$ cat config.mk
export PLATFORM = sky130hd
export DESIGN_NAME = icache_refill
export DESIGN_NICKNAME = d
export VERILOG_FILES = /design/src/icache_pkg.sv /design/src/icache_refill.sv
export SDC_FILE = /design/constraint.sdc
export NUM_CORES = 1
export LEC_CHECK = 0
export BUFFER_PORTS_ARGS = -buffer_cell sky130_fd_sc_hd__buf_4
export CAP_MARGIN = 25
export CORE_AREA = 2 2 83 53
export CTS_BUF_LIST = sky130_fd_sc_hd__clkbuf_16
export DETAILED_ROUTE_END_ITERATION = 8
export DIE_AREA = 0 0 85 55
export PLACE_DENSITY = 0.8
export REMOVE_ABC_BUFFERS = 1
export SYNTH_ARGS = -nofsm -noshare
export SYNTH_HDL_FRONTEND = slang
export SYNTH_SLANG_ARGS = --single-unit
$ cat constraint.sdc
create_clock -name clk -period 3.2 [get_ports clk]
set_input_delay 0.64 -clock clk [delete_from_list [all_inputs] [get_ports clk]]
set_output_delay 0.64 -clock clk [all_outputs]
set_load 0.01 [all_outputs]
$ cat src/icache_pkg.sv
package icache_pkg;

    // cache geometry
    localparam int addr_w         = 32;
    localparam int data_w         = 32;
    localparam int ways           = 2;
    localparam int words_per_line = 4;
    localparam int offset_w       = 4;                          // 16-byte line
    localparam int index_w        = 5;
    localparam int tag_w          = addr_w - index_w - offset_w; // 23
    localparam int sets           = 1 << index_w;                // 32

    // requested operation
    typedef enum logic [1:0] {
        op_fetch          = 2'd0,
        op_fetch_uncached = 2'd1,
        op_inval_index    = 2'd2
    } icache_op_e;

    // exception code returned with each response
    typedef enum logic [1:0] {
        exc_none  = 2'd0,
        exc_align = 2'd1,
        exc_bus   = 2'd2
    } icache_exc_e;

    // main control FSM
    typedef enum logic [2:0] {
        st_idle     = 3'd0,
        st_lookup   = 3'd1,
        st_refill   = 3'd2,
        st_uncached = 3'd3,
        st_resp     = 3'd4
    } icache_state_e;

    typedef struct packed {
        icache_op_e        op;
        logic [addr_w-1:0] addr;
    } icache_req_t;

    typedef struct packed {
        logic [data_w-1:0] data;
        icache_exc_e       exc;
    } icache_resp_t;

    typedef struct packed {
        logic             valid;
        logic [tag_w-1:0] tag;
    } icache_tag_t;

endpackage

$ cat src/icache_refill.sv
`timescale 1ns/100ps
module icache_refill import icache_pkg::*; (
    input  logic              clk,
    input  logic              arst_n,
    input  logic              refill_start,
    input  logic [addr_w-1:0] refill_addr,
    input  logic              refill_line,
    output logic              word_valid,
    output logic [data_w-1:0] word_data,
    output logic [1:0]        word_idx,
    output logic              word_err,
    output logic              refill_done,
    output logic              refill_err,
    output logic              ar_valid,
    input  logic              ar_ready,
    output logic [addr_w-1:0] ar_addr,
    output logic [2:0]        ar_prot,
    input  logic              r_valid,
    output logic              r_ready,
    input  logic [data_w-1:0] r_data,
    input  logic [1:0]        r_resp
);

    logic [addr_w-offset_w-1:0] line_q;     // line number of the refill
    logic                       multi_q;    // four beats instead of one
    logic [1:0]                 beat_q;
    logic                       err_q;
    logic                       last_beat;

    assign last_beat = !multi_q || (beat_q == 2'(words_per_line - 1));
    assign ar_addr   = {line_q, beat_q, 2'b00};
    assign ar_prot   = 3'b100;                  // instruction access

    // R beat is reported in its handshake cycle
    assign word_valid  = r_valid && r_ready;
    assign word_data   = r_data;
    assign word_idx    = beat_q;
    assign word_err    = (r_resp != 2'b00);
    assign refill_done = word_valid && last_beat;
    assign refill_err  = err_q || (word_valid && word_err);

    always_ff @(posedge clk or negedge arst_n) begin
        if (!arst_n) begin
            ar_valid <= 1'b0;
            r_ready  <= 1'b0;
            beat_q   <= '0;
            err_q    <= 1'b0;
        end else if (refill_start) begin
            ar_valid <= 1'b1;
            beat_q   <= refill_line ? 2'b00 : refill_addr[offset_w-1:2];
            err_q    <= 1'b0;
        end else begin
            if (ar_valid && ar_ready) begin
                ar_valid <= 1'b0;
                r_ready  <= 1'b1;               // wait for the single beat
            end
            if (word_valid) begin
                r_ready <= 1'b0;
                err_q   <= refill_err;
                if (!last_beat) begin
                    beat_q   <= beat_q + 2'd1;
                    ar_valid <= 1'b1;           // next word of the line
                end
            end
        end
    end

    always_ff @(posedge clk) begin
        if (refill_start) begin
            line_q  <= refill_addr[addr_w-1:offset_w];
            multi_q <= refill_line;
        end
    end

endmodule

* After elaboration in Yosys (flattened, before gate mapping)
Index checks and enable logic that the tools add are counted.
Cells by class: add/subtract/negate cells 1, equal/unequal tests 2, muxes and demuxes 12, bitwise operators 1, reduce and logical (&&, ||, !) cells 12
Operators with widths (count):
- $mux 1 | 8
- $mux 2 | 4
- $reduce_bool 2->1 | 3
- $logic_and 1x1->1 | 4
- $reduce_and 2->1 | 2
- $add 2x1->2 const B | 1
- $eq 2x2->1 const B | 1
- $logic_or 1x1->1 | 2
- $ne 2x2->1 const B | 1
- $logic_not 1->1 | 1
- $not 1->1 | 1
Storage, ports and cells: register bits after elaboration 34, bits of input ports 72, output and inout bits 75

* Depth between registers and ports, before layout
word-level depth 5, gate-level depth with buffers 4, depth with buffers taken out 4

* Least setup slack after synthesis
OpenSTA, ideal clock, no wires.
path type input to output, from in r_resp[1], to out refill_err, data arrival time 1.144 ns, data required time 2.560 ns, setup slack 1.416 ns, stages on the path 2, buffers on the path 0, cell sequence or2_4 -> a31o_1
Between the ends: word-level cells in the longest chain between the ends 3
RTL lines:
- start, declared | RTL line icache_refill.sv:21 | input logic [1:0] r_resp
- $reduce_bool 2->1 | RTL line icache_refill.sv:38 | assign word_err = (r_resp != 2'b00);
- $logic_and 1x1->1 | RTL line icache_refill.sv:40 | assign refill_err = err_q || (word_valid && word_err);
- $logic_or 1x1->1 | RTL line icache_refill.sv:40
- end, declared | RTL line icache_refill.sv:13 | output logic refill_err,
Every way passes these cells.

* Worst setup path in the final report
Same ends and word-level chain as after synthesis.

==> impl_metrics.csv <==
group,metric,value,unit
critical_path,path_max_fanout,2,
job,drv_cap,0,
final_layout,area_growth,33.7,%
sta,slew_viol_final,0,
floorplanning,dieWidth,85,um
route,drc,0,
outcome,status,"finished clean",
route,drt_iter0_drc,28,
critical_path,slowest_delay,0.24,ns
grt,grt_max_degree,36,
floorplanning,dieArea,4680,um2
clock_tree,ctsResizeCount,0,
clock_tree,clk_path_buf_depth,2,
critical_path,cp_cell_sequence,"buf_4, or2_4, a31o_1, buf_4",
final_layout,nNetsFinal,214,
clock_tree,h-tree-depth,2,
sta,fin_crit_sh,62.5,%
critical_path,worst_r2r_endpoint,"word_idx[1]",
sta,setup_violations,0,
final_layout,diodes,0,
sta,finalCriticalPeriod,2.00,ns
grt,grt_pass1_wl,5130,um
clock_tree,cts-root-buf,"clkbuf_16",
floorplanning,num_io_pins,147,
critical_path,slowest_stage,"or2_4",
grt,antenna_found_initial,0,
clock_tree,cts_setup_buffers,0,
synth,ys_warn_count,0,
critical_path,worstPathRequired,2.56,ns
critical_path,reg2reg_from,"word_idx[0]",
critical_path,r2r_cells,4,
critical_path,worstSetupStartpointType,"primary input",
synth,ys_seq_area_share,69.2,%
critical_path,reg2reg_setup_slack,1.88,ns
synth,synthTopCellsByArea,"edfxtp_1 (61%), buf_4 (20%), dfrtp_1 (8.7%)",
critical_path,cp_num_buf_inv,2,
route,routed_wirelength,3900,um
synth,synth_cell_type_count,20,
critical_path,worstSetupPathType,"primary input to primary output",
placed_design,dp.cells,184,
clock_tree,clk-insertion-delay-late,0.27,ns
final_layout,final_cells,192,
synth,synth_top_area_share,60.5,%
floorplanning,die_h,55,um
floorplanning,core.rowCount,18,
sta,hold_violations,0,
clock_tree,cts_tree,"yes",
synth,yosysTopAreaCell,"edfxtp_1",
placed_design,port_buffers,75,
route,routed_via_density,4.55,
critical_path,critical_path_arrival,1.36,ns
critical_path,cp_top_family,"buffers and inverters",
grt,grt-ovfl-total,0,
sta,rsz0062_at_grt,"no",
floorplanning,core,3940,um2
placed_design,gp_congestion,0.750,
clock_tree,cts_sinks,34,
clock_tree,numCtsBuffers,5,
floorplanning,start_util,36.5,%
sta,timing.fmax,500,MHz
clock_tree,cts.reportedPaths.clkPinSlew,0.05,ns
grt,track_usage,16.0,%
route,dr_total_vias,873,
critical_path,crit_top_cell,"buf_4",
synth,synthCells,95,
pwr,p_leak,0.864,nW
worst_hold_path,holdCritPathClass,"primary input to async pin",
placed_design,dp_hpwl,3030,um
critical_path,cp-end-kind,"primary output",
sta,clock_skew,0.000328,ns
pwr,power.density,607,nW/um2
pwr,power.total,1.17,mW
grt,grt_pass1_vias,856,
sta,hold_ws,0.164,ns
clock_tree,cts-hold-fix-buffers,0,
synth,synth-seq-cells,34,
route,dr.pass1.iters,2,
sta,setup_tns,0,ns
final_layout,final_layout_size_suffix_gt1_share,59.9,%
pwr,ir_worst_vdd,369,uV
synth,synth_area_per_cell,15.1,um2
route,wl_per_cell,20.3,um
final_layout,utilization,48.8,%
route,route.antenna.remaining_nets,0,
synth,syn_area,1440,um2
-- registers in the layout (all words and copies together), names as in the netlist --
name	cells
line_q	28
word_idx	2
ar_valid	1
err_q	1
multi_q	1
r_ready	1
-- per-layer routing --
metal,track usage (%),wire length [um],vias to the layer above
met5,0,0,-
li1,-,-,375
met3,19.6,901,0
met2,20.4,1570,87
met4,1.59,0,0
met1,17.0,1420,411
-- stage by stage --
| step | instance area [um2] | setup WS [ns] |
|---|---|---|
| after floorplan | 1160 | 1.42 |
| after global placement | 1780 | 1.21 |
| after detailed placement | 1780 | 1.20 |
| after CTS | 1920 | 1.20 |
| after global routing | 1920 | 1.19 |
| final | 1920 | 1.20 |
-- cell usage after synthesis --
library cell  number
buf_4             39
edfxtp_1          29
dfrtp_1            5
inv_1              3
a21oi_1            2
conb_1             2
nand2_1            2
a31o_1             1
a31oi_1            1
ha_1               1
mux2i_1            1
nand2b_1           1
nand3_1            1
nand3b_1           1
nand4b_2           1
nor2b_4            1
o21ai_1            1
o22ai_1            1
or2_4              1
xor2_1             1
-- how the worst max path moves through the flow --
stage / slack [ns] / startpoint / to / depth (start not counted)
floorplan: 1.42 / r_resp[1] / refill_err / 2
global placement: 1.21 / r_resp[1] / refill_err / 4
detailed placement: 1.20 / r_resp[1] / refill_err / 4
CTS: 1.20 / r_resp[1] / refill_err / 4
global route: 1.19 / r_resp[1] / refill_err / 4
finish: 1.20 / r_resp[1] / refill_err / 4
-- power breakdown --
part	internal, mW	switching, mW	total (mW)
Combinational	0.0999	0.0752	0.175
Clock	0.283	0.165	0.448
Sequential	0.525	0.0201	0.546
Total	0.909	0.260	1.17
-- final cells by class --
cell class	instances	area, um2
clock inverter	3	16.3
inverter	3	11.3
clock buffer	5	125
timing repair buffer	75	563
sequential	34	996
tap	50	62.6
fill	333	2020
multi-input combinational	22	150
-- cell families (layout without fill, tap and decap cells) --
logic type | count (synthesis) | in the layout | share of synthesized area [%]
xor+xnor | 1 | 1 | 0.609
buf+inv | 42 | 86 | 21.1
compound gates | 6 | 6 | 2.52
flops | 34 | 34 | 69.2
mux | 1 | 1 | 0.696
simple gates | 8 | 8 | 4.43
fa+ha+maj | 1 | 1 | 0.869
other cells | 2 | 5 | 0.522
-- placed cells by master (no fill, tap or decap), drive strengths merged, types with 2 or more instances in the layout --
cell type	count
buf	75
dfrtp	5
conb	5
a21oi	2
clkbuf	5
nand2	2
clkinv	2
inv	3
edfxtp	29
Power figures use the tool's default switching activity.
