===== src/icache_pkg.sv =====
package icache_pkg;

    // cache geometry
    localparam int addr_w         = 32;
    localparam int data_w         = 32;
    localparam int ways           = 2;
    localparam int words_per_line = 4;
    localparam int offset_w       = 4;                          // 16-byte line
    localparam int index_w        = 5;
    localparam int tag_w          = addr_w - index_w - offset_w; // 23
    localparam int sets           = 1 << index_w;                // 32

    // requested operation
    typedef enum logic [1:0] {
        op_fetch          = 2'd0,
        op_fetch_uncached = 2'd1,
        op_inval_index    = 2'd2
    } icache_op_e;

    // exception code returned with each response
    typedef enum logic [1:0] {
        exc_none  = 2'd0,
        exc_align = 2'd1,
        exc_bus   = 2'd2
    } icache_exc_e;

    // main control FSM
    typedef enum logic [2:0] {
        st_idle     = 3'd0,
        st_lookup   = 3'd1,
        st_refill   = 3'd2,
        st_uncached = 3'd3,
        st_resp     = 3'd4
    } icache_state_e;

    typedef struct packed {
        icache_op_e        op;
        logic [addr_w-1:0] addr;
    } icache_req_t;

    typedef struct packed {
        logic [data_w-1:0] data;
        icache_exc_e       exc;
    } icache_resp_t;

    typedef struct packed {
        logic             valid;
        logic [tag_w-1:0] tag;
    } icache_tag_t;

endpackage


===== src/icache_ctrl.sv =====
`timescale 1ns/100ps
module icache_ctrl import icache_pkg::*; (
    input  logic                        clk,
    input  logic                        arst_n,
    input  logic                        req_valid,
    output logic                        req_ready,
    input  icache_req_t                 req,
    output logic                        resp_valid,
    input  logic                        resp_ready,
    output icache_resp_t                resp,
    input  logic                        hit,
    input  logic [ways-1:0]             hit_way,
    input  logic [ways-1:0][data_w-1:0] rd_data,
    input  logic [ways-1:0]             victim,
    output logic [index_w-1:0]          rd_index,
    output logic [tag_w-1:0]            rd_tag,
    output logic [1:0]                  rd_word,
    output logic [ways-1:0]             data_we,
    output logic [index_w-1:0]          wr_index,
    output logic [1:0]                  wr_word,
    output logic [data_w-1:0]           wr_data,
    output logic [ways-1:0]             tag_we,
    output icache_tag_t                 wr_entry,
    output logic                        set_inval,
    output logic                        lru_touch,
    output logic [ways-1:0]             touch_way,
    output logic                        refill_start,
    output logic [addr_w-1:0]           refill_addr,
    output logic                        refill_line,
    input  logic                        word_valid,
    input  logic [data_w-1:0]           word_data,
    input  logic [1:0]                  word_idx,
    input  logic                        word_err,
    input  logic                        refill_done,
    input  logic                        refill_err
);

    icache_state_e     state_q;
    icache_req_t       req_q;       // request buffer
    icache_resp_t      resp_q;
    logic [ways-1:0]   victim_q;
    logic [addr_w-1:0] look_addr;
    logic              is_fetch;
    logic              uncached;
    logic              misaligned;
    logic              lookup;
    logic              cached_miss;
    logic              fill_ok;
    logic [data_w-1:0] hit_data;

    // arrays see the incoming address while idle, the buffered one after
    assign look_addr = (state_q == st_idle) ? req.addr : req_q.addr;
    assign rd_index  = look_addr[offset_w +: index_w];
    assign rd_tag    = look_addr[addr_w-1 -: tag_w];
    assign rd_word   = look_addr[offset_w-1:2];

    assign is_fetch    = (req_q.op != op_inval_index);
    assign uncached    = (req_q.op == op_fetch_uncached);
    assign misaligned  = is_fetch && (req_q.addr[1:0] != 2'b00);
    assign lookup      = (state_q == st_lookup);
    assign cached_miss = lookup && is_fetch && !uncached && !misaligned && !hit;
    assign fill_ok     = (state_q == st_refill) && refill_done && !refill_err;

    always_comb begin
        hit_data = '0;
        for (int w = 0; w < ways; w++) begin
            if (hit_way[w]) begin
                hit_data = hit_data | rd_data[w];
            end
        end
    end

    assign req_ready  = (state_q == st_idle);
    assign resp_valid = (state_q == st_resp);
    assign resp       = resp_q;

    assign refill_start = lookup && is_fetch && !misaligned && (uncached || !hit);
    assign refill_addr  = req_q.addr;
    assign refill_line  = !uncached;

    assign wr_index = req_q.addr[offset_w +: index_w];
    assign wr_word  = word_idx;
    assign wr_data  = word_data;
    assign data_we  = ((state_q == st_refill) && word_valid) ? victim_q : '0;
    // victim goes invalid before its data is overwritten
    assign tag_we   = cached_miss ? victim : (fill_ok ? victim_q : '0);
    assign wr_entry = '{valid: (state_q == st_refill), tag: req_q.addr[addr_w-1 -: tag_w]};

    assign set_inval = lookup && (req_q.op == op_inval_index);
    assign lru_touch = (lookup && is_fetch && !uncached && !misaligned && hit) || fill_ok;
    assign touch_way = lookup ? hit_way : victim_q;

    always_ff @(posedge clk or negedge arst_n) begin
        if (!arst_n) begin
            state_q <= st_idle;
        end else begin
            case (state_q)
                st_idle: if (req_valid) state_q <= st_lookup;
                st_lookup: begin
                    if (misaligned || !is_fetch) begin
                        state_q <= st_resp;
                    end else if (uncached) begin
                        state_q <= st_uncached;
                    end else begin
                        state_q <= hit ? st_resp : st_refill;
                    end
                end
                st_refill, st_uncached: if (refill_done) state_q <= st_resp;
                st_resp: if (resp_ready) state_q <= st_idle;
                default: state_q <= st_idle;
            endcase
        end
    end

    always_ff @(posedge clk) begin
        if ((state_q == st_idle) && req_valid) begin
            req_q <= req;
        end
        if (cached_miss) begin
            victim_q <= victim;
        end
        case (state_q)
            st_lookup: begin
                if (misaligned) begin
                    resp_q <= '{data: '0, exc: exc_align};
                end else if (!is_fetch) begin
                    resp_q <= '{data: '0, exc: exc_none};
                end else begin
                    resp_q <= '{data: hit_data, exc: exc_none};   // replaced on a miss
                end
            end
            st_refill: begin
                if (word_valid && (word_idx == req_q.addr[offset_w-1:2])) begin
                    resp_q.data <= word_data;   // requested word out of the line
                end
                if (refill_done) begin
                    resp_q.exc <= refill_err ? exc_bus : exc_none;
                end
            end
            st_uncached: begin
                if (word_valid) begin
                    resp_q <= '{data: word_data, exc: word_err ? exc_bus : exc_none};
                end
            end
            default: ;
        endcase
    end

endmodule


===== config.mk =====
export PLATFORM = sky130hd
export DESIGN_NAME = icache_ctrl
export DESIGN_NICKNAME = d
export VERILOG_FILES = /design/src/icache_pkg.sv /design/src/icache_ctrl.sv
export SDC_FILE = /design/constraint.sdc
export NUM_CORES = 1
export LEC_CHECK = 0
export BUFFER_PORTS_ARGS = -buffer_cell sky130_fd_sc_hd__buf_2
export CAP_MARGIN = 25
export CORE_ASPECT_RATIO = 1.5
export CORE_MARGIN = 2
export CORE_UTILIZATION = 25
export CTS_CLUSTER_SIZE = 12
export DETAILED_ROUTE_END_ITERATION = 6
export PLACE_DENSITY = 0.53
export REMOVE_ABC_BUFFERS = 1
export SYNTH_ARGS = -nofsm -noshare
export SYNTH_HDL_FRONTEND = slang
export SYNTH_SLANG_ARGS = --single-unit

===== constraint.sdc =====
create_clock -name clk -period 3.6 [get_ports clk]
set_clock_uncertainty 0.1 [all_clocks]
set_input_delay 0 -clock clk [delete_from_list [all_inputs] [get_ports clk]]
set_output_delay 0 -clock clk [all_outputs]
set_load 0.03 [all_outputs]

# Word level (Yosys, flattened, before mapping)
# Index checks and enable logic that the tools add are counted.
totals:
  inputBits: 145
  register_bits: 73
  output_inout_bits: 171
op_classes:
  n_mux: 22
  eq_ne: 14
  n_bitwise: 1
  reduce_logical: 29
ops:
  columns: ["operator", "count"]
  rows:
  - ["$mux 32", 4]
  - ["$mux 34", 3]
  - ["$pmux 34 s3", 1]
  - ["$or 32x32->32", 1]
  - ["$mux 3", 6]
  - ["$logic_and 1x1->1", 14]
  - ["$mux 2", 7]
  - ["$pmux 3 s4", 1]
  - ["$reduce_and 3->1", 3]
  - ["$ne 2x2->1 const B", 4]
  - ["$eq 3x2->1 const B", 2]
  - ["$ne 2x1->1 const B", 3]
  - ["$logic_not 1->1", 5]
  - ["$eq 3x1->1 const B", 1]
  - ["$eq 3x3->1 const B", 1]
  - ["$logic_not 3->1", 1]
  - ["$logic_or 1x1->1", 3]
  - ["$reduce_bool 3->1", 1]
  - ["$eq 2x1->1 const B", 1]
  - ["$eq 2x2->1", 1]
  - ["$eq 2x2->1 const B", 1]
  - ["$reduce_bool 2->1", 1]
  - ["$reduce_or 2->1", 1]

# Logic depth before layout (Yosys ltp)
depth:
  depth_word: 6
  depth_mapped: 6
  mapped_depth_nobuf: 3

# Least setup slack after synthesis
# Ideal clock, no wire load.
synth_timing:
  kind: "register to register"
  startpoint: "reg state_q[1]"
  endpoint: "reg resp_q (netlist bit resp[10]) (enable)"
  required_time_ns: 3.039
  stages_incl_launch_ff: 4
  arrival_ns: 2.872
  setup_slack_ns: 0.167
  setup_time_ns: 0.461
  n_path_buf: 1
  cell_sequence: "dfrtp_1 > buf_6 > nor2b_1 > nor3_1"
synth_between:
  elab_chain_cells: 3
  elab_cells_between_ends: 7
  cone_classes: "eq/ne: 5; reduce/logical: 2"
synth_lines:
  columns: ["element", "line", "text"]
  rows:
  - ["start: declaration", "icache_ctrl.sv:38", "icache_state_e state_q;"]
  - ["start signal: assignment", "icache_ctrl.sv:95", "state_q <= st_idle;"]
  - ["start signal: assignment", "icache_ctrl.sv:98", "st_idle: if (req_valid) state_q <= st_lookup;"]
  - ["start signal: assignment", "icache_ctrl.sv:101", "state_q <= st_resp;"]
  - ["$eq 3x2->1 / $eq 3x1->1 (equally long branches)", "icache_ctrl.sv:122", "case (state_q)"]
  - ["$ne 2x2->1 (no line), or another cell as far along", null, null]
  - ["$reduce_and 3->1 (no line) *", null, null]
  - ["end signal: assignment", "icache_ctrl.sv:125", "resp_q <= '{data: '0, exc: exc_align};"]
  - ["end signal: assignment", "icache_ctrl.sv:127", "resp_q <= '{data: '0, exc: exc_none};"]
  - ["end signal: assignment", "icache_ctrl.sv:129", "resp_q <= '{data: hit_data, exc: exc_none};"]
  - ["end: declaration", "icache_ctrl.sv:40", "icache_resp_t resp_q;"]
# Mark *: on every way between the ends. The rest lies on a longest branch, timed or not.
# A chain may end at the register's enable or synchronous reset.

# Final worst setup path
layout_timing:
  startpoint: "reg state_q[2]"
  endpoint: "reg resp_q (netlist bit resp[6]), data pin"
layout_between:
  elab_chain_cells: 2
  elab_cells_between_ends: 4
  cone_classes: "eq/ne: 3; mux: 1"
layout_lines:
  columns: ["element", "line"]
  rows:
  - ["$eq 3x2->1 / $eq 3x1->1 (equally long branches)", "icache_ctrl.sv:122"]
  - ["$pmux 34 s3 *", "icache_ctrl.sv:122"]
# Marked as above.

==> results.cfg <==
[outcome]
status = complete, no violations

[timing]
clock.fmax_ghz = 0.400
hold_viol = 0
slew_headroom_pct = 57.3
slew_viol_final = 0
fin_crit_sh_pct = 69.4
period_needed_ps = 2500
tns_ps = 0
setup_viol = 0
rsz0062_at_grt = false
worst_pin_slew_ps = 641
hold-worst-slack_ps = 15.0

[global_route]
gr-usage-met3_pct = 3.43
overflow = 0
grtUsageMet1_pct = 14.3
grt_use_total_pct = 14.8
antenna_found_initial = 0
met2_usage_pct = 29.6
grt.busiest_layer = met2
grt_pass1_vias = 3937
grt_pass1_wl_um = 19900
grt_max_degree = 35

[synth]
yosys_warnings = 0
syn_area_per_cell_sq_um = 11.5
yosysSeqAreaShare_pct = 51.6
ys_ff_latch = 73
syn_area_sq_um = 4220
yosysTopAreaCell = edfxtp_1
yosysUniqueCellTypes = 35
synth_top_area_share_pct = 49.9
synthTopCellsByArea = edfxtp_1, buf_4, mux2_2
postSynthCellCount = 368

[setup_path]
critPathSlowestCell = dfrtp_1
cp.required_ps = 3690
critical_path.cell_chain = nand2b_1 > nand3_2 > o21ai_0 > dlygate4sd3_1
max_stage_delay_ps = 590
worstPathArrival_ps = 2590
cp-end-kind = flip-flop
crit_type = flip-flop to flip-flop
crit_path_max_fanout = 32
worstSetupStartpointType = flip-flop
r2r_setup_slack_ps = 1100

[floorplan]
ios = 316
start_util_pct = 25.4
core_sq_um = 16600
die_w_um = 110
die-area_sq_um = 17900
num_rows = 58
die_h_um = 163

[drt]
drc = 0
viasPerCell = 4.41
wl_per_cell_um = 15.7
final_antenna_net_count = 0
drt_iter0_drc = 187
drtPass1Iterations = 4
vias = 3992
drt_wl_total_um = 14200

[finish]
fin_cells = 906
mostFrequentLayoutCells = buf_2, dlygate4sd3_1, edfxtp_1
layout_commonest_cell = buf_2
nets = 836
layout-drive-gt1-share_pct = 52.9
final_cell_area_sq_um = 6670
syn_to_final_growth_pct = 58.1
num_antenna_cells = 0

[clock_tree]
htreeDepth = 3
tritoncts = done
cts_resized = 0
cts_root_buf = clkbuf_16
cts_max_path_buffers = 2
cts_sinks = 73
clock_latency_ps = 330
cts_buffers = 9
clkTransAtPathRegs_ps = 60

[place]
io_buffers = 315
dpl.hpwl_um = 10400
gp_congestion = 0.788
place_inst = 782
place_area_sq_um = 5260

[min_path]
worst_hold_path_type = primary input to flip-flop

[power]
p_leak_nw = 3.06
vdd_ir_drop_max_uv = 366
cellPowerDensity_nw_per_um2 = 658
p_total_mw = 4.38

[run]
max-cap-violations = 0
cell families after synthesis:
group	count (synthesis)	synth area share, %
buffers and inverters	117	19.9
AO/OA/AOI/OAI	75	11.1
flip-flops	73	51.6
AND/OR/NAND/NOR	68	8.13
multiplexers	33	8.79
XOR/XNOR	2	0.416
timing repair:
item	CTS	global route
setup buffers	0	0
hold buffers	108	0
hold endpoints to repair	77	0
power by group:
part | switching [mW] | leakage [nW] | internal [mW] | total, mW
Sequential | 0.120 | 0.704 | 1.20 | 1.32
Clock | 0.345 | 0.152 | 0.625 | 0.970
Combinational | 1.39 | 2.20 | 0.704 | 2.10
Total | 1.86 | 3.06 | 2.53 | 4.38
layer usage:
metal | up-vias | wire, um
li1 | 1879 | -
met1 | 1832 | 5150
met2 | 264 | 7640
met3 | 17 | 1180
met4 | 0 | 248
met5 | - | 0
final timing paths:
check,start,end,cells past startpoint
hold reg to reg,refill_addr[1],state_q[2],2
min in group asynchronous,arst_n,state_q[1],3
max in group asynchronous,arst_n,state_q[2],3
hold / removal,rd_data[38],resp[8],3
setup / recovery,state_q[2],resp[6],4
setup reg to reg,state_q[2],resp[6],4
per-stage QoR:
stage          setup WS [ps]  utilization, %
4_1_cts                 1100            40.1
2_1_floorplan          -11.7               -
3_5_place_dp            1400            31.7
5_1_grt                  903            40.1
3_3_place_gp            1460            31.7
6_report                1100            40.1
synthesized netlist by cell type:
cell	number
buf_4	96
edfxtp_1	70
nand2_1	36
o21ai_0	34
a22oi_1	32
mux2_2	29
clkbuf_1	8
nor2_1	6
and2_1	4
buf_2	4
buf_6	4
nand2b_1	4
nor2b_1	4
and3_1	3
clkbuf_2	3
dfrtp_1	3
mux2_1	3
nand3_1	3
inv_1	2
nor3_1	2
o21ai_1	2
o22ai_1	2
xnor2_1	2
a21oi_1	1
a2bb2oi_1	1
a31oi_1	1
a32oi_1	1
mux2i_1	1
nand3_2	1
nand3b_1	1
nand4_1	1
nor3_4	1
nor3b_1	1
nor3b_4	1
o31ai_1	1
sequential cells by signal, summed over array words and instances, names as in the netlist:
name / count
resp: 34
refill_addr: 32
state_q: 3
req_q: 2
victim_q: 2
critical path: cells and delay by family (launching register included):
kind / cells / cell delay [ps]
AO/OA/AOI/OAI: 1 / 350
flip-flops: 1 / 590
buffers and inverters: 1 / 590
AND/OR/NAND/NOR: 2 / 730
layout make-up:
type	instances	area, sq um
flip-flops and latches	73	2180
clock buffers	11	243
well taps	210	263
multi-input cells	178	1210
clock inverters	5	80.1
repair buffers	427	2690
fillers	1591	9950
inverters	2	7.51
(Power assumes the default switching activity.)
