<file path="config.mk">
export PLATFORM = sky130hd
export DESIGN_NAME = icache_lru
export DESIGN_NICKNAME = d
export VERILOG_FILES = /design/src/icache_pkg.sv /design/src/icache_lru.sv
export SDC_FILE = /design/constraint.sdc
export NUM_CORES = 1
export LEC_CHECK = 0
export ABC_AREA = 1
export BUFFER_PORTS_ARGS = -buffer_cell sky130_fd_sc_hd__buf_4
export CORE_MARGIN = 5
export CORE_UTILIZATION = 59
export CTS_CLUSTER_SIZE = 24
export DETAILED_ROUTE_END_ITERATION = 7
export HOLD_SLACK_MARGIN = 0.02
export PLACE_DENSITY = 0.78
export SLEW_MARGIN = 20
export SYNTH_ARGS = -nofsm -noshare
export SYNTH_HDL_FRONTEND = slang
export SYNTH_SLANG_ARGS = --single-unit
export TNS_END_PERCENT = 20
</file>
<file path="constraint.sdc">
create_clock -name clk -period 2.2 [get_ports clk]
set_input_delay 0.66 -clock clk [delete_from_list [all_inputs] [get_ports clk]]
set_output_delay 0.66 -clock clk [all_outputs]
set_load 0.05 [all_outputs]
</file>
<file path="src/icache_pkg.sv">
package icache_pkg;

    // cache geometry
    localparam int addr_w         = 32;
    localparam int data_w         = 32;
    localparam int ways           = 2;
    localparam int words_per_line = 4;
    localparam int offset_w       = 4;                          // 16-byte line
    localparam int index_w        = 5;
    localparam int tag_w          = addr_w - index_w - offset_w; // 23
    localparam int sets           = 1 << index_w;                // 32

    // requested operation
    typedef enum logic [1:0] {
        op_fetch          = 2'd0,
        op_fetch_uncached = 2'd1,
        op_inval_index    = 2'd2
    } icache_op_e;

    // exception code returned with each response
    typedef enum logic [1:0] {
        exc_none  = 2'd0,
        exc_align = 2'd1,
        exc_bus   = 2'd2
    } icache_exc_e;

    // main control FSM
    typedef enum logic [2:0] {
        st_idle     = 3'd0,
        st_lookup   = 3'd1,
        st_refill   = 3'd2,
        st_uncached = 3'd3,
        st_resp     = 3'd4
    } icache_state_e;

    typedef struct packed {
        icache_op_e        op;
        logic [addr_w-1:0] addr;
    } icache_req_t;

    typedef struct packed {
        logic [data_w-1:0] data;
        icache_exc_e       exc;
    } icache_resp_t;

    typedef struct packed {
        logic             valid;
        logic [tag_w-1:0] tag;
    } icache_tag_t;

endpackage

</file>
<file path="src/icache_lru.sv">
`timescale 1ns/100ps
module icache_lru import icache_pkg::*; (
    input  logic               clk,
    input  logic               arst_n,
    input  logic [index_w-1:0] index,
    input  logic               touch,
    input  logic [ways-1:0]    touch_way,
    output logic [ways-1:0]    victim
);

    // bit set means way 0 was used last, so way 1 goes next
    logic [sets-1:0] lru_q;

    always_ff @(posedge clk or negedge arst_n) begin
        if (!arst_n) begin
            lru_q <= '0;                        // way 0 is the first victim
        end else if (touch) begin
            lru_q[index] <= touch_way[0];
        end
    end

    assign victim = lru_q[index] ? 2'b10 : 2'b01;   // one-hot

endmodule

</file>
## After elaboration in Yosys (flattened, before gate mapping)

Cells that the tools add are included.

- Register bits: 32
- Output and inout bits: 2
- Logic and storage cells: 10
- Input bits: 10

- Muxes and demuxes: 6
- Reductions and logical operators: 1
- $lt $le $gt $ge: 2

Operators with widths:

| kind | count |
|---|---|
| $bwmux W32 | 1 |
| $lt A5 B6 Y1 const B | 1 |
| $bmux W1 S5 | 1 |
| $demux W1 S5 | 1 |
| $ge A5 B1 Y1 const B | 1 |
| $mux W1 | 2 |
| $mux W2 | 1 |
| $logic_and A1 B1 Y1 | 1 |

## Depth between registers and ports, before layout

Gate-level depths: netlist (run 1).

- Depth in word-level cells: 5
- Gate-level depth with buffers: 11
- Depth with buffers taken out: 10

## Least setup slack after synthesis (run 1)

Ideal clock, no wire load.

- Kind: input -> output
- Start: input port index[4]
- End: output port victim[0]
- Path slack: -0.333 ns
- Buffers on the path: 1
- Cell stages on the path: 9
- Arrival time: 1.873 ns
- Data required time: 1.540 ns
- Cells stage by stage: buf_6 inv_4 nand3_1 inv_1 nand2_1 nand2_1 inv_1 nand2_1 nor2_1

- Longest elaborated chain between the ends: 3

Ends and longest elaborated chain:

| item | RTL line | RTL |
|---|---|---|
| from (decl) | icache_lru.sv:5 | `input logic [index_w-1:0] index,` |
| $bmux W1 S5 | icache_lru.sv:22 | `assign victim = lru_q[index] ? 2'b10 : 2'b01;` |
| $mux W1 (not written as such) | icache_lru.sv:22 |  |
| $mux W2 | icache_lru.sv:22 |  |
| to (decl) | icache_lru.sv:8 | `output logic [ways-1:0] victim` |

Every way passes these cells. The select of a mux whose other input is x is not followed.

## Worst setup path after layout (run 1)

- Start: input port index[0]
- End: output port victim[0]

Same word-level chain as after synthesis.

==> flow_summary.ini, run 1 <==
[status]
run_status = finished with violations
violated_checks = setup timing

[global_routing]
grt_max_degree = 33
grt_util_all_layers = 0.215
grt_pass1_vias = 1567
grt_pass1_wl_um = 7100
number_of_antenna_violations_at_the_first_check_in_global_routing = 0
global_route.overflow_total = 0

[floorplanning]
initial_utilization = 0.607
row_count = 20
ios = 12
die_area_um2 = 4330
die_height_um = 65.8
fp.coreArea_um2 = 3030
chipWidth_um = 65.8

[setup_path]
path_max_fanout = 5
crit_arrival_ns = 1.65
ff2ff_path_depth = 2
startpoint_type = input pin
cp_data_required_time_ns = 1.54
type_of_destination_of_the_critical_path = output pin
critPathKind = input pin to output pin

[final_layout]
largest-register = lru_q
mostFrequentLayoutCells = 79 x sky130_fd_sc_hd__nand2_1, 32 x sky130_fd_sc_hd__dfrtp_1, 31 x sky130_fd_sc_hd__a21oi_1, 25 x sky130_fd_sc_hd__a31oi_1, 21 x sky130_fd_sc_hd__buf_4
layout-area-overhead-vs-synth_pct = 18.5
finalCoreUtilization = 0.720
drive_above_1_share = 0.262
most_common_cell_after_layout_fill_and_taps_aside = sky130_fd_sc_hd__nand2_1
layout.nets = 269
filler_cell_count = 254
largest_reg_flops = 32
reg.largest.list = lru_q: 32 flops
insertedDiodeCount = 0

[sta]
fin_worst_skew_ns = 0
timing_max_transition_violations_final = 0
rsz_0062_raised_after_global_routing = yes
timing.max_slew.rel_slack = 0.721
timing.final.setup_violations = 2
timing.final.crit_period_ns = 2.31
timing.final.crit_share = 1.05
fmaxAchievable_mhz = 433
final_critical_path_setup_slack_ns = -0.111
final_layout_worst_hold_slack_ns = 0.246
report.final.hold_viol_count = 0
worst_pin_slew_ns = 0.418

[placed_design]
place_congestion = 0.840
post-dp-hpwl_um = 2660
placement.io_buffers = 10

[power]
power-per-cell-area_nw_per_um2 = 807
clock_share_of_power = 0.283
intPower_mw = 1.22
net-switching-power_mw = 0.539
total_leakage_power_nw = 1.09
switching_share = 0.307
combinationalPowerShare = 0.259
power.share.sequential = 0.458
vdd_ir_drop_max_v = 0.000480
post-layout-total-power_mw = 1.76

[route]
antenna_left = 0
via_to_cell_ratio = 5.49
firstDrtPassIters = 4
drt_drc_violations_left = 0
routed_wire_length_per_instance_um = 13.9
routed-via-count = 1669
drt-total-wl_um = 4210
drt_first_iter_violations = 159

[logic_synthesis]
synth_area_per_cell_um2 = 7.76
post_synth_inst_count = 237
synth_top_cell_area_share = 0.435
synth_cell_type_count = 17
synth_top_area_cell = sky130_fd_sc_hd__dfrtp_1
ys_ff_latch = 32
seq_area_frac_synth = 0.435
ys.warnings.count = 0
synth_top_cells_by_area = sky130_fd_sc_hd__dfrtp_1 44%, sky130_fd_sc_hd__nand2_1 18%, sky130_fd_sc_hd__a31oi_1 8.5%, sky130_fd_sc_hd__a21oi_1 8.4%, sky130_fd_sc_hd__nor3_4 5.3%
cell_area_synth_um2 = 1840
synth_nets = 247

[cts]
insertion_delay_ns = 0.33
cts_hold_repair.buffers = 0
clkTransAtPathRegs_ns = 0.11
cts_buffers = 5
root_driver = sky130_fd_sc_hd__clkbuf_4
tritoncts = built
post-cts-setup-buffers = 0
cts_num_sinks = 32
cts.path.max_buffers = 2
htree_levels = 2

[flow_run]
maxCapViolations = 0

[min_path]
timing.hold.worst.class = input pin to asynchronous set/reset pin
==> metal layers <==
metal | wire length (um) | part of all wire | vias to the layer above | GRT usage
met3 | 222 | 0.053 | 8 | 0.0561
met1 | 1840 | 0.44 | 786 | 0.280
li1 | - | - | 828 | -
met5 | 0 | 0 | - | 0
met4 | 82 | 0.019 | 0 | 0.106
met2 | 2070 | 0.49 | 47 | 0.330
==> final cells by class <==
type	instances	area, um2	area share
Clock buffer	7	65.1	0.0299
Multi-Input combinational cell	174	890	0.408
Sequential cell	32	801	0.367
Timing Repair Buffer	28	267	0.122
Inverter	18	72.6	0.0333
Clock inverter	1	30.0	0.0138
Tap cell	44	55.1	0.0253
==> repair_timing <==
item,CTS,global route
gates cloned,0,1
endpoints found under the setup margin,2,2
pin swaps,3,4
gates resized for setup,13,8
==> worst paths after layout <==
kind,from,to,slack (ns)
setup / recovery,index[0],victim[0],-0.11
hold / removal,arst_n,lru_q[25],0.25
setup reg to reg,lru_q[9],lru_q[9],1.49
hold reg to reg,lru_q[29],lru_q[29],0.54
max in group asynchronous,arst_n,lru_q[6],1.65
min in group clk,lru_q[29],lru_q[29],0.54
==> cells in the mapped netlist (all sizes together) <==
cell / number
buf: 10
clkbuf: 3
nand3: 4
nand2: 88
a31oi: 25
dfrtp: 32
inv: 18
nor3: 6
a21oi: 31
o21ai: 2
nor2: 18
==> worst max-delay path, stage by stage <==
cell and delay, ns:
sky130_fd_sc_hd__buf_8 0.11, sky130_fd_sc_hd__buf_8 0.13, sky130_fd_sc_hd__nand2_2 0.05, sky130_fd_sc_hd__nand2_1 0.05, sky130_fd_sc_hd__nand2_1 0.05, sky130_fd_sc_hd__nand2_1 0.05, sky130_fd_sc_hd__nand2_1 0.08, sky130_fd_sc_hd__nand2_2 0.07
sky130_fd_sc_hd__inv_2 0.06, sky130_fd_sc_hd__nand2_2 0.06, sky130_fd_sc_hd__nor2_4 0.12, sky130_fd_sc_hd__buf_6 0.16
==> cell families (layout without fill, tap and decap cells) <==
group,count (synthesis),in the layout,synth area share
and+or+nand+nor,116,116,0.290
buffers and inverters,31,54,0.100
AOI/OAI and AO/OA,58,58,0.175
DFF,32,32,0.435
==> power groups by stage <==
stage | combinational [mW] | clock (mW) | sequential, mW
after floorplan | 0.333 | 0 | 0.791
after global placement | 0.415 | 0 | 0.805
after detailed placement | 0.426 | 0 | 0.810
after CTS | 0.442 | 0.508 | 0.801
after global routing | 0.519 | 0.543 | 0.819
final | 0.455 | 0.499 | 0.806
==> stage by stage <==
step	worst slack [ns]	TNS, ns	area [um2]	cells
2_1_floorplan	-0.00274	-0.00347	1850	237
3_3_place_gp	-0.213	-0.368	2010	295
3_5_place_dp	-0.223	-0.382	2010	295
4_1_cts	-0.0890	-0.166	2140	303
5_1_grt	-0.180	-0.344	2180	304
6_report	-0.111	-0.201	2180	304
Power figures use the tool's default switching activity.
==> inputs of run 2 (changes only) <==
Settings changed: CORE_UTILIZATION 59 to 56, PLACE_DENSITY 0.78 to 0.75.
==> run 2 against run 1 <==
The flow still finishes with violations (setup timing). Fmax decreased by 0.31%. First-iteration DRC count is 38% lower. Critical path depth is the same. Clock-buffer cell count shrank 1. Worst hold slack got worse by 0.0038 ns. Final area grew 1.9%. Worst setup slack got worse by 0.0073 ns. Combinational power is 5.9% higher. Clock skew is the same. Die area increased by 4.5%. Sequential power about the same. Register-to-register slack hardly changed. Critical path type unchanged. Critical endpoint is now victim[1]. Largest cell class unchanged.
==> flow_summary.ini, run 2 (synthesized netlist as in run 1, its figures left out) <==
[floorplanning]
row_count = 20
ios = 12
initial_utilization = 0.593
die_height_um = 67.3
chipWidth_um = 67.3
die_area_um2 = 4530
fp.coreArea_um2 = 3100

[setup_path]
path_max_fanout = 6
type_of_destination_of_the_critical_path = output pin
timing.rr.end = lru_q[6]
r2r-start = lru_q[6]
setup.reg_to_reg.worst_slack_ns = 1.49
worstPathCellList = buf_12, inv_8, buf_12, nand2_1, nand2_1, nand2_1, nand2_1, nand2_1, nand2_2, nor2_2, nand3_2, buf_8
crit_arrival_ns = 1.66
crit_path_frequent_cell = sky130_fd_sc_hd__nand2_1
critPathKind = input pin to output pin
cp_data_required_time_ns = 1.54
cp_max_stage_delay_ns = 0.16
startpoint_type = input pin
ff2ff_path_depth = 2
critPathSlowestCell = sky130_fd_sc_hd__buf_8

[sta]
timing_max_transition_violations_final = 0
report.final.hold_viol_count = 0
fmaxAchievable_mhz = 431
timing.max_slew.rel_slack = 0.712
worst_pin_slew_ns = 0.431
final_critical_path_setup_slack_ns = -0.119
timing.final.crit_share = 1.05
final_layout_worst_hold_slack_ns = 0.242
timing.final.setup_violations = 2
rsz_0062_raised_after_global_routing = yes
tns_ns = -0.232
fin_worst_skew_ns = 0
timing.final.crit_period_ns = 2.32

[min_path]
timing.hold.worst.class = input pin to asynchronous set/reset pin

[route]
routed-via-count = 1631
antenna_left = 0
via_to_cell_ratio = 5.35
routed_wire_length_per_instance_um = 14.1
drt_first_iter_violations = 99
drt-total-wl_um = 4300
firstDrtPassIters = 4
drt_drc_violations_left = 0

[final_layout]
layout-area-overhead-vs-synth_pct = 20.7
largest_reg_flops = 32
largest-register = lru_q
insertedDiodeCount = 0
final_area_um2 = 2220
filler_cell_count = 267
reg.largest.list = lru_q: 32 flops
finalCoreUtilization = 0.716
layout.nets = 270
most_common_cell_after_layout_fill_and_taps_aside = sky130_fd_sc_hd__nand2_1
mostFrequentLayoutCells = 71 x sky130_fd_sc_hd__nand2_1, 32 x sky130_fd_sc_hd__dfrtp_1, 31 x sky130_fd_sc_hd__a21oi_1, 25 x sky130_fd_sc_hd__a31oi_1, 21 x sky130_fd_sc_hd__buf_4
drive_above_1_share = 0.303
stdcell_count = 305

[global_routing]
grt_util_all_layers = 0.222
grt_pass1_vias = 1559
grt_pass1_wl_um = 7370
global_route.overflow_total = 0
grt_max_degree = 33
number_of_antenna_violations_at_the_first_check_in_global_routing = 0

[power]
post-layout-total-power_mw = 1.65
power-per-cell-area_nw_per_um2 = 743
combinationalPowerShare = 0.292
clock_share_of_power = 0.219
switching_share = 0.340
net-switching-power_mw = 0.561
intPower_mw = 1.09
vdd_ir_drop_max_v = 0.000522
total_leakage_power_nw = 1.10
power.share.sequential = 0.489

[cts]
cts_buffers = 5
root_driver = sky130_fd_sc_hd__clkbuf_4
cts_num_sinks = 32
insertion_delay_ns = 0.33
clkTransAtPathRegs_ns = 0.10
htree_levels = 2
tritoncts = built
cts.path.max_buffers = 2

[placed_design]
place_congestion = 0.794
placement.io_buffers = 10
place_area_um2 = 2010
post-dp-hpwl_um = 2540
place_ws_ns = -0.172
placedCellCount = 294

[flow_run]
maxCapViolations = 0

[status]
violated_checks = setup timing
run_status = finished with violations
[run 2: changes by cell type in the layout (fill, tap and decap cells not counted), sizes merged]
cell / before / now
buf: 27 / 29
clkinv: 0 / 2
bufinv: 1 / 0
clkbuf: 8 / 6
[run 2: metal layers]
metal  GRT usage  routed length (um)  vias up  share of wire
met4       0.106                  81        0          0.019
met3      0.0549                 204        9          0.047
met5           0                   0        -              0
li1            -                   -      830              -
met2       0.342                2020       39           0.47
met1       0.291                1990      753           0.46
[run 2: power by group through the flow]
| stage | logic (mW) | clock network (mW) | registers, mW |
|---|---|---|---|
| floorplan | 0.333 | 0 | 0.791 |
| global placement | 0.417 | 0 | 0.805 |
| detailed placement | 0.427 | 0 | 0.808 |
| CTS | 0.470 | 0.370 | 0.802 |
| global route | 0.544 | 0.402 | 0.826 |
| finish | 0.482 | 0.362 | 0.807 |
[run 2: worst max-delay path by stage]
stage,to,slack (ns),from
3_3_place_gp,victim[0],-0.17,index[0]
2_1_floorplan,victim[0],-0.003,index[4]
6_report,victim[1],-0.12,index[0]
3_5_place_dp,victim[0],-0.17,index[0]
5_1_grt,victim[1],-0.19,index[0]
4_1_cts,victim[1],-0.13,index[0]
[run 2: worst max-delay path: cells and delay by family]
family / cells / cell delay [ns]
buffers and inverters: 4 / 0.43
and+or+nand+nor: 8 / 0.56
[run 2: layout make-up]
class	count	area, um2	area share
inverters	18	77.6	0.0349
clock inverters	2	10.0	0.00451
multi-input cells	174	912	0.411
clock buffers	6	51.3	0.0231
repair buffers	29	314	0.141
flip-flops and latches	32	801	0.361
well taps	44	55.1	0.0248
[run 2: what timing repair did]
| action | CTS | global route |
|---|---|---|
| pin swaps | 6 | 9 |
| cloned | 2 | 0 |
| setup endpoints to repair | 2 | 2 |
| gates resized for setup | 24 | 12 |
| endpoints found under the hold margin | 0 | 0 |
| hold buffers | 0 | 0 |
| buffers inserted | 0 | 1 |
